$ cat src/source/blaster_pkg.sv
package blaster_pkg;

	//////////////////////////////////////////////////////////////////////
	// keypad
	//////////////////////////////////////////////////////////////////////

	// keypad codes, notes hold their pitch index
	typedef enum logic [3:0] {
		KEY_FIRE   = 4'd0,
		KEY_NOTE_1 = 4'd1,
		KEY_NOTE_2 = 4'd2,
		KEY_NOTE_3 = 4'd3,
		KEY_NOTE_4 = 4'd4,
		KEY_NOTE_5 = 4'd5,
		KEY_NOTE_6 = 4'd6,
		KEY_NOTE_7 = 4'd7,
		KEY_NOTE_8 = 4'd8,
		KEY_SPARE  = 4'd9,
		KEY_CHARGE = 4'd10,
		KEY_DUMP   = 4'd11
	} key_code_e;

	// one key at a time, code only valid while pressed
	typedef struct packed {
		logic      pressed;
		key_code_e code;
	} key_t;

	//////////////////////////////////////////////////////////////////////
	// pulse generator
	//////////////////////////////////////////////////////////////////////

	typedef enum logic [1:0] {
		PULSE_IDLE = 2'd0,
		PULSE_ON   = 2'd1,
		PULSE_OFF  = 2'd2
	} pulse_state_e;

	// held output current sample
	parameter int SAMPLE_WIDTH = 12;

	// half period in 48 MHz cycles, 0 is silence
	function automatic logic [15:0] tone_half_period(input key_code_e code);
		logic [15:0] half;
		case (code)
			KEY_NOTE_1: half = 16'h2CCA;
			KEY_NOTE_2: half = 16'h27E7;
			KEY_NOTE_3: half = 16'h238D;
			KEY_NOTE_4: half = 16'h218E;
			KEY_NOTE_5: half = 16'h1DE5;
			KEY_NOTE_6: half = 16'h1AA2;
			KEY_NOTE_7: half = 16'h17BA;
			KEY_NOTE_8: half = 16'h1665;
			default:    half = 16'h0000;
		endcase
		return half;
	endfunction

	// converter reads offset from mid scale
	// only meaningful while the top bit is clear
	function automatic logic [SAMPLE_WIDTH-1:0] current_magnitude(
		input logic [SAMPLE_WIDTH-1:0] sample
	);
		return sample ^ 12'h7FF;
	endfunction

endpackage
$ cat src/source/blaster_top.sv
`timescale 1ns/10ps

module blaster_top #(
	parameter int SCAN_BITS       = 12,
	parameter int TRIGGER_BITS    = 16,
	parameter int MIN_ON          = 48,
	parameter int MAX_ON          = 768,
	parameter int MIN_OFF         = 144,
	parameter int I_HIGH          = 430,
	parameter int I_LOW           = 390,
	parameter int PULSES_PER_SHOT = 3
) (
	input  logic                                clk,
	input  logic                                reset,
	input  logic                                fire_button,
	input  logic                                lt3420_done,
	input  logic                                cont_n,
	input  logic [blaster_pkg::SAMPLE_WIDTH-1:0] current_sample,
	input  logic [6:0]                          keypad_in,
	output logic [6:0]                          keypad_out,
	output logic                                speaker,
	output logic                                speaker_n,
	output logic                                pwm,
	output logic                                dump,
	output logic                                lt3420_charge,
	output logic                                arm_led_n,
	output logic                                cont_led_n
);

	blaster_pkg::key_t key;
	logic [6:0]        row_drive;

	// column pads idle high, rows come from the scanner
	assign keypad_out = row_drive | 7'b0010101;

	//////////////////////////////////////////////////////////////////////
	// blocks
	//////////////////////////////////////////////////////////////////////

	key_scan #(
		.SCAN_BITS (SCAN_BITS)
	) u_key_scan (
		.clk        (clk),
		.reset      (reset),
		.keypad_in  (keypad_in),
		.keypad_out (row_drive),
		.key        (key)
	);

	tone_gen u_tone_gen (
		.clk       (clk),
		.reset     (reset),
		.key       (key),
		.speaker   (speaker),
		.speaker_n (speaker_n)
	);

	hv_control #(
		.TRIGGER_BITS    (TRIGGER_BITS),
		.MIN_ON          (MIN_ON),
		.MAX_ON          (MAX_ON),
		.MIN_OFF         (MIN_OFF),
		.I_HIGH          (I_HIGH),
		.I_LOW           (I_LOW),
		.PULSES_PER_SHOT (PULSES_PER_SHOT)
	) u_hv_control (
		.clk            (clk),
		.reset          (reset),
		.key            (key),
		.fire_button    (fire_button),
		.lt3420_done    (lt3420_done),
		.cont_n         (cont_n),
		.current_sample (current_sample),
		.pwm            (pwm),
		.dump           (dump),
		.lt3420_charge  (lt3420_charge),
		.arm_led_n      (arm_led_n),
		.cont_led_n     (cont_led_n)
	);

endmodule

$ cat src/source/hv_control.sv
`timescale 1ns/10ps

module hv_control #(
	parameter int TRIGGER_BITS    = 16,
	parameter int MIN_ON          = 48,
	parameter int MAX_ON          = 768,
	parameter int MIN_OFF         = 144,
	parameter int I_HIGH          = 430,
	parameter int I_LOW           = 390,
	parameter int PULSES_PER_SHOT = 3
) (
	input  logic                                clk,
	input  logic                                reset,
	input  blaster_pkg::key_t                   key,
	input  logic                                fire_button,
	input  logic                                lt3420_done,
	input  logic                                cont_n,
	input  logic [blaster_pkg::SAMPLE_WIDTH-1:0] current_sample,
	output logic                                pwm,
	output logic                                dump,
	output logic                                lt3420_charge,
	output logic                                arm_led_n,
	output logic                                cont_led_n
);

	localparam int LONGEST   = (MAX_ON > MIN_OFF) ? MAX_ON : MIN_OFF;
	localparam int TIME_BITS = $clog2(LONGEST + 1);
	localparam int CNT_BITS  = $clog2(PULSES_PER_SHOT + 1);

	logic [TRIGGER_BITS-1:0]              trig_cnt;
	logic                                 tick;
	logic                                 fire;
	logic [blaster_pkg::SAMPLE_WIDTH-1:0] magnitude;
	logic                                 over_current;
	logic                                 current_low;
	blaster_pkg::pulse_state_e            state;
	logic [TIME_BITS-1:0]                 pulse_time;
	logic [CNT_BITS-1:0]                  pulses_left;

	// retrigger window, about 1.3 ms at 48 MHz with 16 bits
	always_ff @(posedge clk) begin
		if (reset)
			trig_cnt <= '0;
		else
			trig_cnt <= trig_cnt + 1'b1;
	end

	assign tick = (trig_cnt == '0);
	assign fire = fire_button || (key.pressed && key.code == blaster_pkg::KEY_FIRE);

	// a set top bit reads as negative or zero current
	assign magnitude    = blaster_pkg::current_magnitude(current_sample);
	assign over_current = !current_sample[blaster_pkg::SAMPLE_WIDTH-1] && (magnitude > I_HIGH);
	assign current_low  = current_sample[blaster_pkg::SAMPLE_WIDTH-1] || (magnitude < I_LOW);

	//////////////////////////////////////////////////////////////////////
	// current limited pulse FSM
	//////////////////////////////////////////////////////////////////////

	always_ff @(posedge clk) begin
		if (reset) begin
			state       <= blaster_pkg::PULSE_IDLE;
			pulse_time  <= '0;
			pulses_left <= '0;
		end else begin
			case (state)
				blaster_pkg::PULSE_ON: begin
					if (pulse_time < MIN_ON) begin
						pulse_time <= pulse_time + 1'b1;
					end else if (pulse_time >= MAX_ON || over_current) begin
						pulse_time  <= '0;
						pulses_left <= pulses_left - 1'b1;
						if (pulses_left == CNT_BITS'(1))
							state <= blaster_pkg::PULSE_IDLE;
						else
							state <= blaster_pkg::PULSE_OFF;
					end else begin
						pulse_time <= pulse_time + 1'b1;
					end
				end
				blaster_pkg::PULSE_OFF: begin
					// hold off until the coil current has decayed
					if (pulse_time >= MIN_OFF && current_low) begin
						state      <= blaster_pkg::PULSE_ON;
						pulse_time <= TIME_BITS'(1);
					end else if (pulse_time < MIN_OFF) begin
						pulse_time <= pulse_time + 1'b1;
					end
				end
				default: begin
					pulse_time <= '0;
					if (tick && fire) begin
						state       <= blaster_pkg::PULSE_ON;
						pulse_time  <= TIME_BITS'(1);
						pulses_left <= CNT_BITS'(PULSES_PER_SHOT);
					end
				end
			endcase
		end
	end

	assign pwm = (state == blaster_pkg::PULSE_ON);

	// direct high voltage controls
	assign dump          = key.pressed && key.code == blaster_pkg::KEY_DUMP;
	assign lt3420_charge = key.pressed && key.code == blaster_pkg::KEY_CHARGE;
	assign arm_led_n     = !(fire_button || lt3420_done);
	// LED lit while continuity is present
	assign cont_led_n    = cont_n;

endmodule

$ cat src/source/tone_gen.sv
`timescale 1ns/10ps

module tone_gen (
	input  logic              clk,
	input  logic              reset,
	input  blaster_pkg::key_t key,
	output logic              speaker,
	output logic              speaker_n
);

	logic [15:0] tone_cnt;
	logic [15:0] half;
	logic        spk_en;
	logic        spk_toggle;

	// pitch of the held note, silent when nothing is down
	always_comb begin
		if (key.pressed)
			half = blaster_pkg::tone_half_period(key.code);
		else
			half = 16'h0000;
	end

	//////////////////////////////////////////////////////////////////////
	// half period counter
	//////////////////////////////////////////////////////////////////////

	always_ff @(posedge clk) begin
		if (reset) begin
			tone_cnt   <= '0;
			spk_en     <= 1'b0;
			spk_toggle <= 1'b0;
		end else if (tone_cnt == 16'h0000) begin
			// each phase is half plus one cycles
			spk_toggle <= !spk_toggle;
			tone_cnt   <= half;
			spk_en     <= (half != 16'h0000);
		end else begin
			tone_cnt <= tone_cnt - 1'b1;
		end
	end

	// differential drive doubles the swing
	assign speaker   = spk_toggle & spk_en;
	assign speaker_n = !speaker;

endmodule

$ cat src/source/key_scan.sv
`timescale 1ns/10ps

module key_scan #(
	parameter int SCAN_BITS = 12
) (
	input  logic               clk,
	input  logic               reset,
	input  logic [6:0]         keypad_in,
	output logic [6:0]         keypad_out,
	output blaster_pkg::key_t  key
);

	// sample point 16 cycles before the end of each row's quarter
	localparam logic [SCAN_BITS-3:0] LATCH_AT = {(SCAN_BITS-2){1'b1}} - 15;

	logic [SCAN_BITS-1:0] div;
	logic [1:0]           quarter;
	logic [2:0]           cols_n;
	logic [2:0]           col;
	logic [1:0]           row;
	logic                 flag;
	logic [1:0]           col_sel;
	logic [3:0]           code_val;
	blaster_pkg::key_t    key_next;

	assign quarter = div[SCAN_BITS-1 -: 2];

	// column 2, 1, 0
	assign cols_n = {keypad_in[2], keypad_in[0], keypad_in[4]};

	//////////////////////////////////////////////////////////////////////
	// row drive and capture
	//////////////////////////////////////////////////////////////////////

	always_ff @(posedge clk) begin
		if (reset) begin
			div        <= '0;
			col        <= '0;
			row        <= '0;
			flag       <= 1'b0;
			keypad_out <= 7'b1101010;
		end else begin
			div <= div + 1'b1;

			// rows active low in scan order 1, 6, 5, 3
			keypad_out    <= '0;
			keypad_out[1] <= (quarter != 2'd0);
			keypad_out[6] <= (quarter != 2'd1);
			keypad_out[5] <= (quarter != 2'd2);
			keypad_out[3] <= (quarter != 2'd3);

			if (div == '0) begin
				flag <= 1'b0;
			end else if (div == '1 && !flag) begin
				// full scan with nothing down
				col <= '0;
			end else if (div[SCAN_BITS-3:0] == LATCH_AT && cols_n != 3'b111) begin
				flag <= 1'b1;
				col  <= ~cols_n;
				row  <= quarter;
			end
		end
	end

	//////////////////////////////////////////////////////////////////////
	// encode
	//////////////////////////////////////////////////////////////////////

	always_comb begin
		// column 0 wins when several are down
		if (col[0])
			col_sel = 2'd0;
		else if (col[1])
			col_sel = 2'd1;
		else
			col_sel = 2'd2;

		// rows 0 to 2 hold the notes and the spare, 1 to 9
		code_val = {2'b00, row} * 4'd3 + 4'd3 - {2'b00, col_sel};

		key_next.pressed = (col != 3'b000);
		if (row == 2'd3) begin
			case (col_sel)
				2'd2:    key_next.code = blaster_pkg::KEY_CHARGE;
				2'd1:    key_next.code = blaster_pkg::KEY_FIRE;
				default: key_next.code = blaster_pkg::KEY_DUMP;
			endcase
		end else begin
			key_next.code = blaster_pkg::key_code_e'(code_val);
		end
	end

	always_ff @(posedge clk) begin
		if (reset)
			key <= '0;
		else
			key <= key_next;
	end

endmodule

$ cat config.mk
export PLATFORM = sky130hd
export DESIGN_NAME = blaster_top
export DESIGN_NICKNAME = d
export VERILOG_FILES = /design/src/source/blaster_pkg.sv /design/src/source/blaster_top.sv /design/src/source/hv_control.sv /design/src/source/tone_gen.sv /design/src/source/key_scan.sv
export SDC_FILE = /design/constraint.sdc
export NUM_CORES = 1
export LEC_CHECK = 0
export BUFFER_PORTS_ARGS = -buffer_cell sky130_fd_sc_hd__buf_2
export CORE_MARGIN = 2
export CORE_UTILIZATION = 45
export CTS_BUF_LIST = sky130_fd_sc_hd__clkbuf_8
export CTS_CLUSTER_DIAMETER = 50
export DETAILED_ROUTE_END_ITERATION = 8
export PLACE_DENSITY = 0.67
export SYNTH_ARGS = -nofsm -noshare
export SYNTH_HDL_FRONTEND = slang
export SYNTH_SLANG_ARGS = --single-unit
export TNS_END_PERCENT = 50
$ cat constraint.sdc
create_clock -name clk -period 8.66 [get_ports clk]
set_clock_uncertainty 0.05 [all_clocks]
set_input_delay 0.866 -clock clk [delete_from_list [all_inputs] [get_ports clk]]
set_output_delay 0.866 -clock clk [all_outputs]
set_load 0.02 [all_outputs]
* Word level (Yosys, flattened, before mapping)
Memory sizes are Yosys's and may differ from the RTL's. A register that Yosys moved wholly into a read port is not among the register bits.
Index checks and enable logic that the tools add are counted.
** Storage, ports and cells
- Register bits :: 75
- Memory bits (read-only) :: 224
- Bits of input ports :: 24
- Output and inout port bits :: 14
- Memories :: 1
** Memories
- (name not given) :: words 16, width 14, rd ports 1, clocked after memory_dff 1, wr ports 0, line blaster_pkg.sv:45 : case (code)
** Operators by class
- $add $sub $neg :: 7
- $mul :: 1
- Magnitude comparators :: 6
- Equality and inequality tests :: 18
- Muxes and demuxes :: 25
- Bitwise gates (word level) :: 6
- Reduce and logical (&&, ||, !) cells :: 33
** Operators with widths (number)
- $mux 10 :: 4
- $logic_not 16->1 :: 2
- $mux 16 :: 2
- $mux 2 :: 10
- $pmux 10 s2 :: 1
- $add 16x1->16 const B :: 1
- $reduce_bool 16->1 :: 1
- $sub 16x1->16 const B :: 1
- $add 12x1->12 const B :: 1
- $eq 12x12->1 const B :: 1
- $gt 12x9->1 const B :: 1
- $logic_not 12->1 :: 1
- $lt 12x9->1 const B :: 1
- $not 11->11 :: 1
- $add 10x1->10 const B :: 1
- $eq 10x10->1 const B :: 1
- $ge 10x10->1 const B :: 1
- $ge 10x8->1 const B :: 1
- $lt 10x6->1 const B :: 1
- $lt 10x8->1 const B :: 1
- $eq 4x4->1 const B :: 2
- $logic_and 1x1->1 :: 8
- $mux 4 :: 2
- $pmux 2 s2 :: 2
- other kinds (25) :: 48

* Depth between registers and ports, before layout
- Word-level depth :: 7
- Gate-level depth with buffers :: 13
- Depth with buffers taken out :: 11

* Hierarchy
A second synthesis with hierarchy kept.
** Second synthesis, totals
- Cell total of the unflattened synthesis :: 512
- Area total of the unflattened synthesis :: 4395.5 µm²
** Modules (own cells, without submodules)
- hv_control :: instances 1, cells each 227, area an instance 1836.8 µm²
- tone_gen :: instances 1, cells each 158, area an instance 1326.3 µm²
- key_scan :: instances 1, cells each 123, area an instance 1206.2 µm²
- blaster_top :: instances 1, cells each 4, area an instance 26.3 µm²

* Worst setup path after synthesis
Ideal clock, no wire load.
- Path type :: flip-flop to flip-flop
- Start point :: reg u_key_scan.row[0]
- End point :: reg (tool-made name)
- Setup time :: 0.118 ns
- Data arrival time :: 2.812 ns
- Required time :: 8.492 ns
- Slack :: 5.680 ns
- Stages on the path, launching flop included :: 14
- Buffers on the path :: 2
- Clock period less this slack :: 2.980 ns
- Cells stage by stage :: dfxtp_1 inv_1 fa_1 inv_1 ha_1 inv_1 fa_1 or3_1 clkbuf_1 inv_1 clkbuf_1 ha_1 nand2_1 nand2_1
** RTL lines
- from (decl) :: line key_scan.sv:20 : logic [1:0] row;
- from (signal assigned) :: line key_scan.sv:60 : row <= quarter;

==> results.py <==
metrics = {
    "synth": {
        "ys_ff_latch": 89,
        "netlist_area_sq_mm": 0.00442,
        "synth_ff_type": "dfxtp_1",
        "async_flop_share_pct": 0,
        "synth_top_area_cell": "dfxtp_1",
        "synth-edff-count": 0,
        "yosysWarningCount": 0,
        "yosysSeqAreaShare_pct": 40.3,
        "synth_area_leaders": "dfxtp_1 40%, nor2_1 5.2%, ha_1 5.1%",
        "synthCells": 526,
        "synth.distinct_cells": 58,
        "synth.top_cell.area_share_pct": 40.3,
        "avgSynthCellArea_sq_um": 8.41,
    },
    "sta": {
        "slew_viol_final": 0,
        "slew_headroom_pct": 24.1,
        "fmax_mhz": 326,
        "whs_ns": 0.414,
        "min_period_ns": 3.07,
        "hold_viol": 0,
        "tns_ns": 0,
        "finalSetupViolations": 0,
        "timing.final.crit_share_pct": 35.4,
        "rsz0062_at_grt": "false",
        "worst_pin_slew_ns": 1.12,
    },
    "power_and_ir_drop": {
        "clkPwrFrac_pct": 22.9,
        "ir_drop_mv": 0.0750,
        "p_seq_share_pct": 44.9,
        "swShare_pct": 35.0,
        "power.switching_uw": 383,
        "p_per_area_mw_per_mm2": 228,
        "total_power_mw": 1.09,
        "p_int_uw": 710,
        "p_leak_nw": 1.84,
        "p_comb_share_pct": 32.2,
    },
    "placement": {
        "dp.cells": 666,
        "portBuffers": 28,
        "gp_congestion": 0.836,
        "dp_hpwl_um": 6210,
    },
    "cells_and_area": {
        "final_cell_mix": "89 x dfxtp_1, 61 x nor2_1, 46 x nand2_1",
        "layout_commonest_cell": "dfxtp_1",
        "syn_to_final_growth_pct": 8.23,
        "nets": 588,
        "layout.cells.non_filler": 682,
        "drive_above_1_share_pct": 9.65,
        "n_antenna_cell": 0,
        "final_util_pct": 49.7,
    },
    "worst_setup_path": {
        "cp_max_fo": 11,
        "startpoint_type": "flop",
        "reg2reg_slack_ns": 5.59,
        "arrival_ns": 3.26,
        "cp-end-kind": "flop",
        "rr_worst_depth": 11,
        "critPathRequiredTime_ns": 8.85,
        "rr_startpoint": "u_key_scan.row[0]$_SDFFE_PP0P_",
        "path_class": "reg -> reg",
    },
    "run": {
        "max_cap_violations": 0,
    },
    "clock_tree": {
        "tritoncts": "done",
        "htreeDepth": 3,
        "cts_resized": 0,
        "insertion_delay_ns": 0.35,
        "cts_max_path_buffers": 2,
        "numCtsBuffers": 9,
        "clk_pin_slew_ns": 0.08,
        "cts_setup_buffers": 0,
        "cts_root_buffer": "clkbuf_8",
        "ctsHoldBuffers": 0,
        "clock_sinks": 89,
    },
    "drt": {
        "dr_total_vias": 3623,
        "drt_iter0_markers": 139,
        "ant_nets": 0,
        "finalWirelength_um": 8600,
        "drc": 0,
        "vias_per_cell": 5.31,
        "wire_per_inst_um": 12.6,
        "drtPass1Iterations": 4,
    },
    "global_routing": {
        "overflow": 0,
        "grt_first_pass_wirelength_um": 15000,
        "grt_usage_pct": 17.5,
        "antenna_found_initial": 0,
        "grt_pass1_vias": 3505,
        "grt_max_degree": 70,
    },
    "min_path": {
        "worstHoldEndpoint": "u_tone_gen.spk_en$_SDFFE_PP0P_",
        "holdPathStages": 2,
        "hold_class": "reg -> reg",
        "min_from": "u_tone_gen.spk_en$_SDFFE_PP0P_",
    },
    "floorplanning": {
        "placementRows": 36,
        "die_h_um": 103,
        "die_w_um": 103,
        "core_sq_mm": 0.00964,
        "die-area_sq_mm": 0.0106,
        "start_util_pct": 45.9,
        "pin_count": 38,
    },
    "run_status": {
        "outcome": "finished, final reports clean",
    },
}
how the worst max path moves through the flow:
stage / to / slack [ns] / cells past startpoint / start
6_report: flop / 5.59 / 11 / u_key_scan.row[0]$_SDFFE_PP0P_
5_1_grt: flop / 5.43 / 11 / u_key_scan.row[0]$_SDFFE_PP0P_
4_1_cts: flop / 5.60 / 11 / u_key_scan.row[0]$_SDFFE_PP0P_
3_5_place_dp: flop / 5.36 / 9 / reset
3_3_place_gp: flop / 5.39 / 9 / reset
2_1_floorplan: flop / 5.68 / 13 / u_key_scan.row[0]$_SDFFE_PP0P_
final cells by class:
type | instances | area, sq um
fill | 980 | 4850
multi-input combinational | 380 | 2390
inverter | 35 | 131
sequential | 89 | 1780
clock inverter | 6 | 35.0
tap | 133 | 166
clock buffer | 10 | 138
timing repair buffer | 29 | 148
power groups by stage:
stage	clock network, mW	registers [mW]	logic (mW)
2_1_floorplan	0	0.492	0.318
3_3_place_gp	0	0.497	0.350
3_5_place_dp	0	0.500	0.351
4_1_cts	0.258	0.491	0.353
5_1_grt	0.274	0.498	0.402
6_report	0.250	0.491	0.352
per-layer routing:
layer / routed length (um) / track usage [%]
met1: 4220 / 22.0
met2: 3970 / 29.5
met3: 264 / 2.64
met4: 146 / 8.20
met5: 0 / 0
critical path: stages, from the launching register on:
cell and delay [ns]:
dfxtp_1 0.40, inv_1 0.08, fa_1 0.53, inv_1 0.04, ha_1 0.19, inv_1 0.06
fa_1 0.42, or3_1 0.50, inv_1 0.29, ha_1 0.29, nand2_1 0.06, nand2_1 0.05
kinds of logic after synthesis:
logic type / synth area share (%)
compound gates: 14.4
fa+ha+maj: 6.00
buf+inv: 5.91
simple gates: 26.2
mux: 1.81
xor+xnor: 5.35
other cells: 0.0848
flops: 40.3
Yosys cell counts (3+ instances only):
cell,instances
or3_1,11
xor2_1,10
inv_1,34
nor3b_1,3
clkbuf_1,14
dfxtp_1,89
and3_1,9
and4_1,4
buf_4,4
nor2b_1,7
or4_1,4
a31oi_1,5
nor2_1,61
or2_2,3
a21oi_1,24
o41ai_1,3
mux2i_1,8
nor4_1,12
nand4_1,16
xnor2_1,17
nor3_1,13
o211a_1,3
a211oi_1,9
and2_1,6
ha_1,18
nand2_1,46
buf_6,3
o41a_1,3
o21ai_0,17
o21a_1,7
nand3_1,27
through the flow:
stage                     worst slack, ns  area, sq um
after floorplan                      5.68         4430
after global placement               5.39         4610
after detailed placement             5.36         4610
after CTS                            5.60         4790
after global routing                 5.43         4790
final                                5.59         4790
Note: power is estimated with default switching activity, not from simulation.
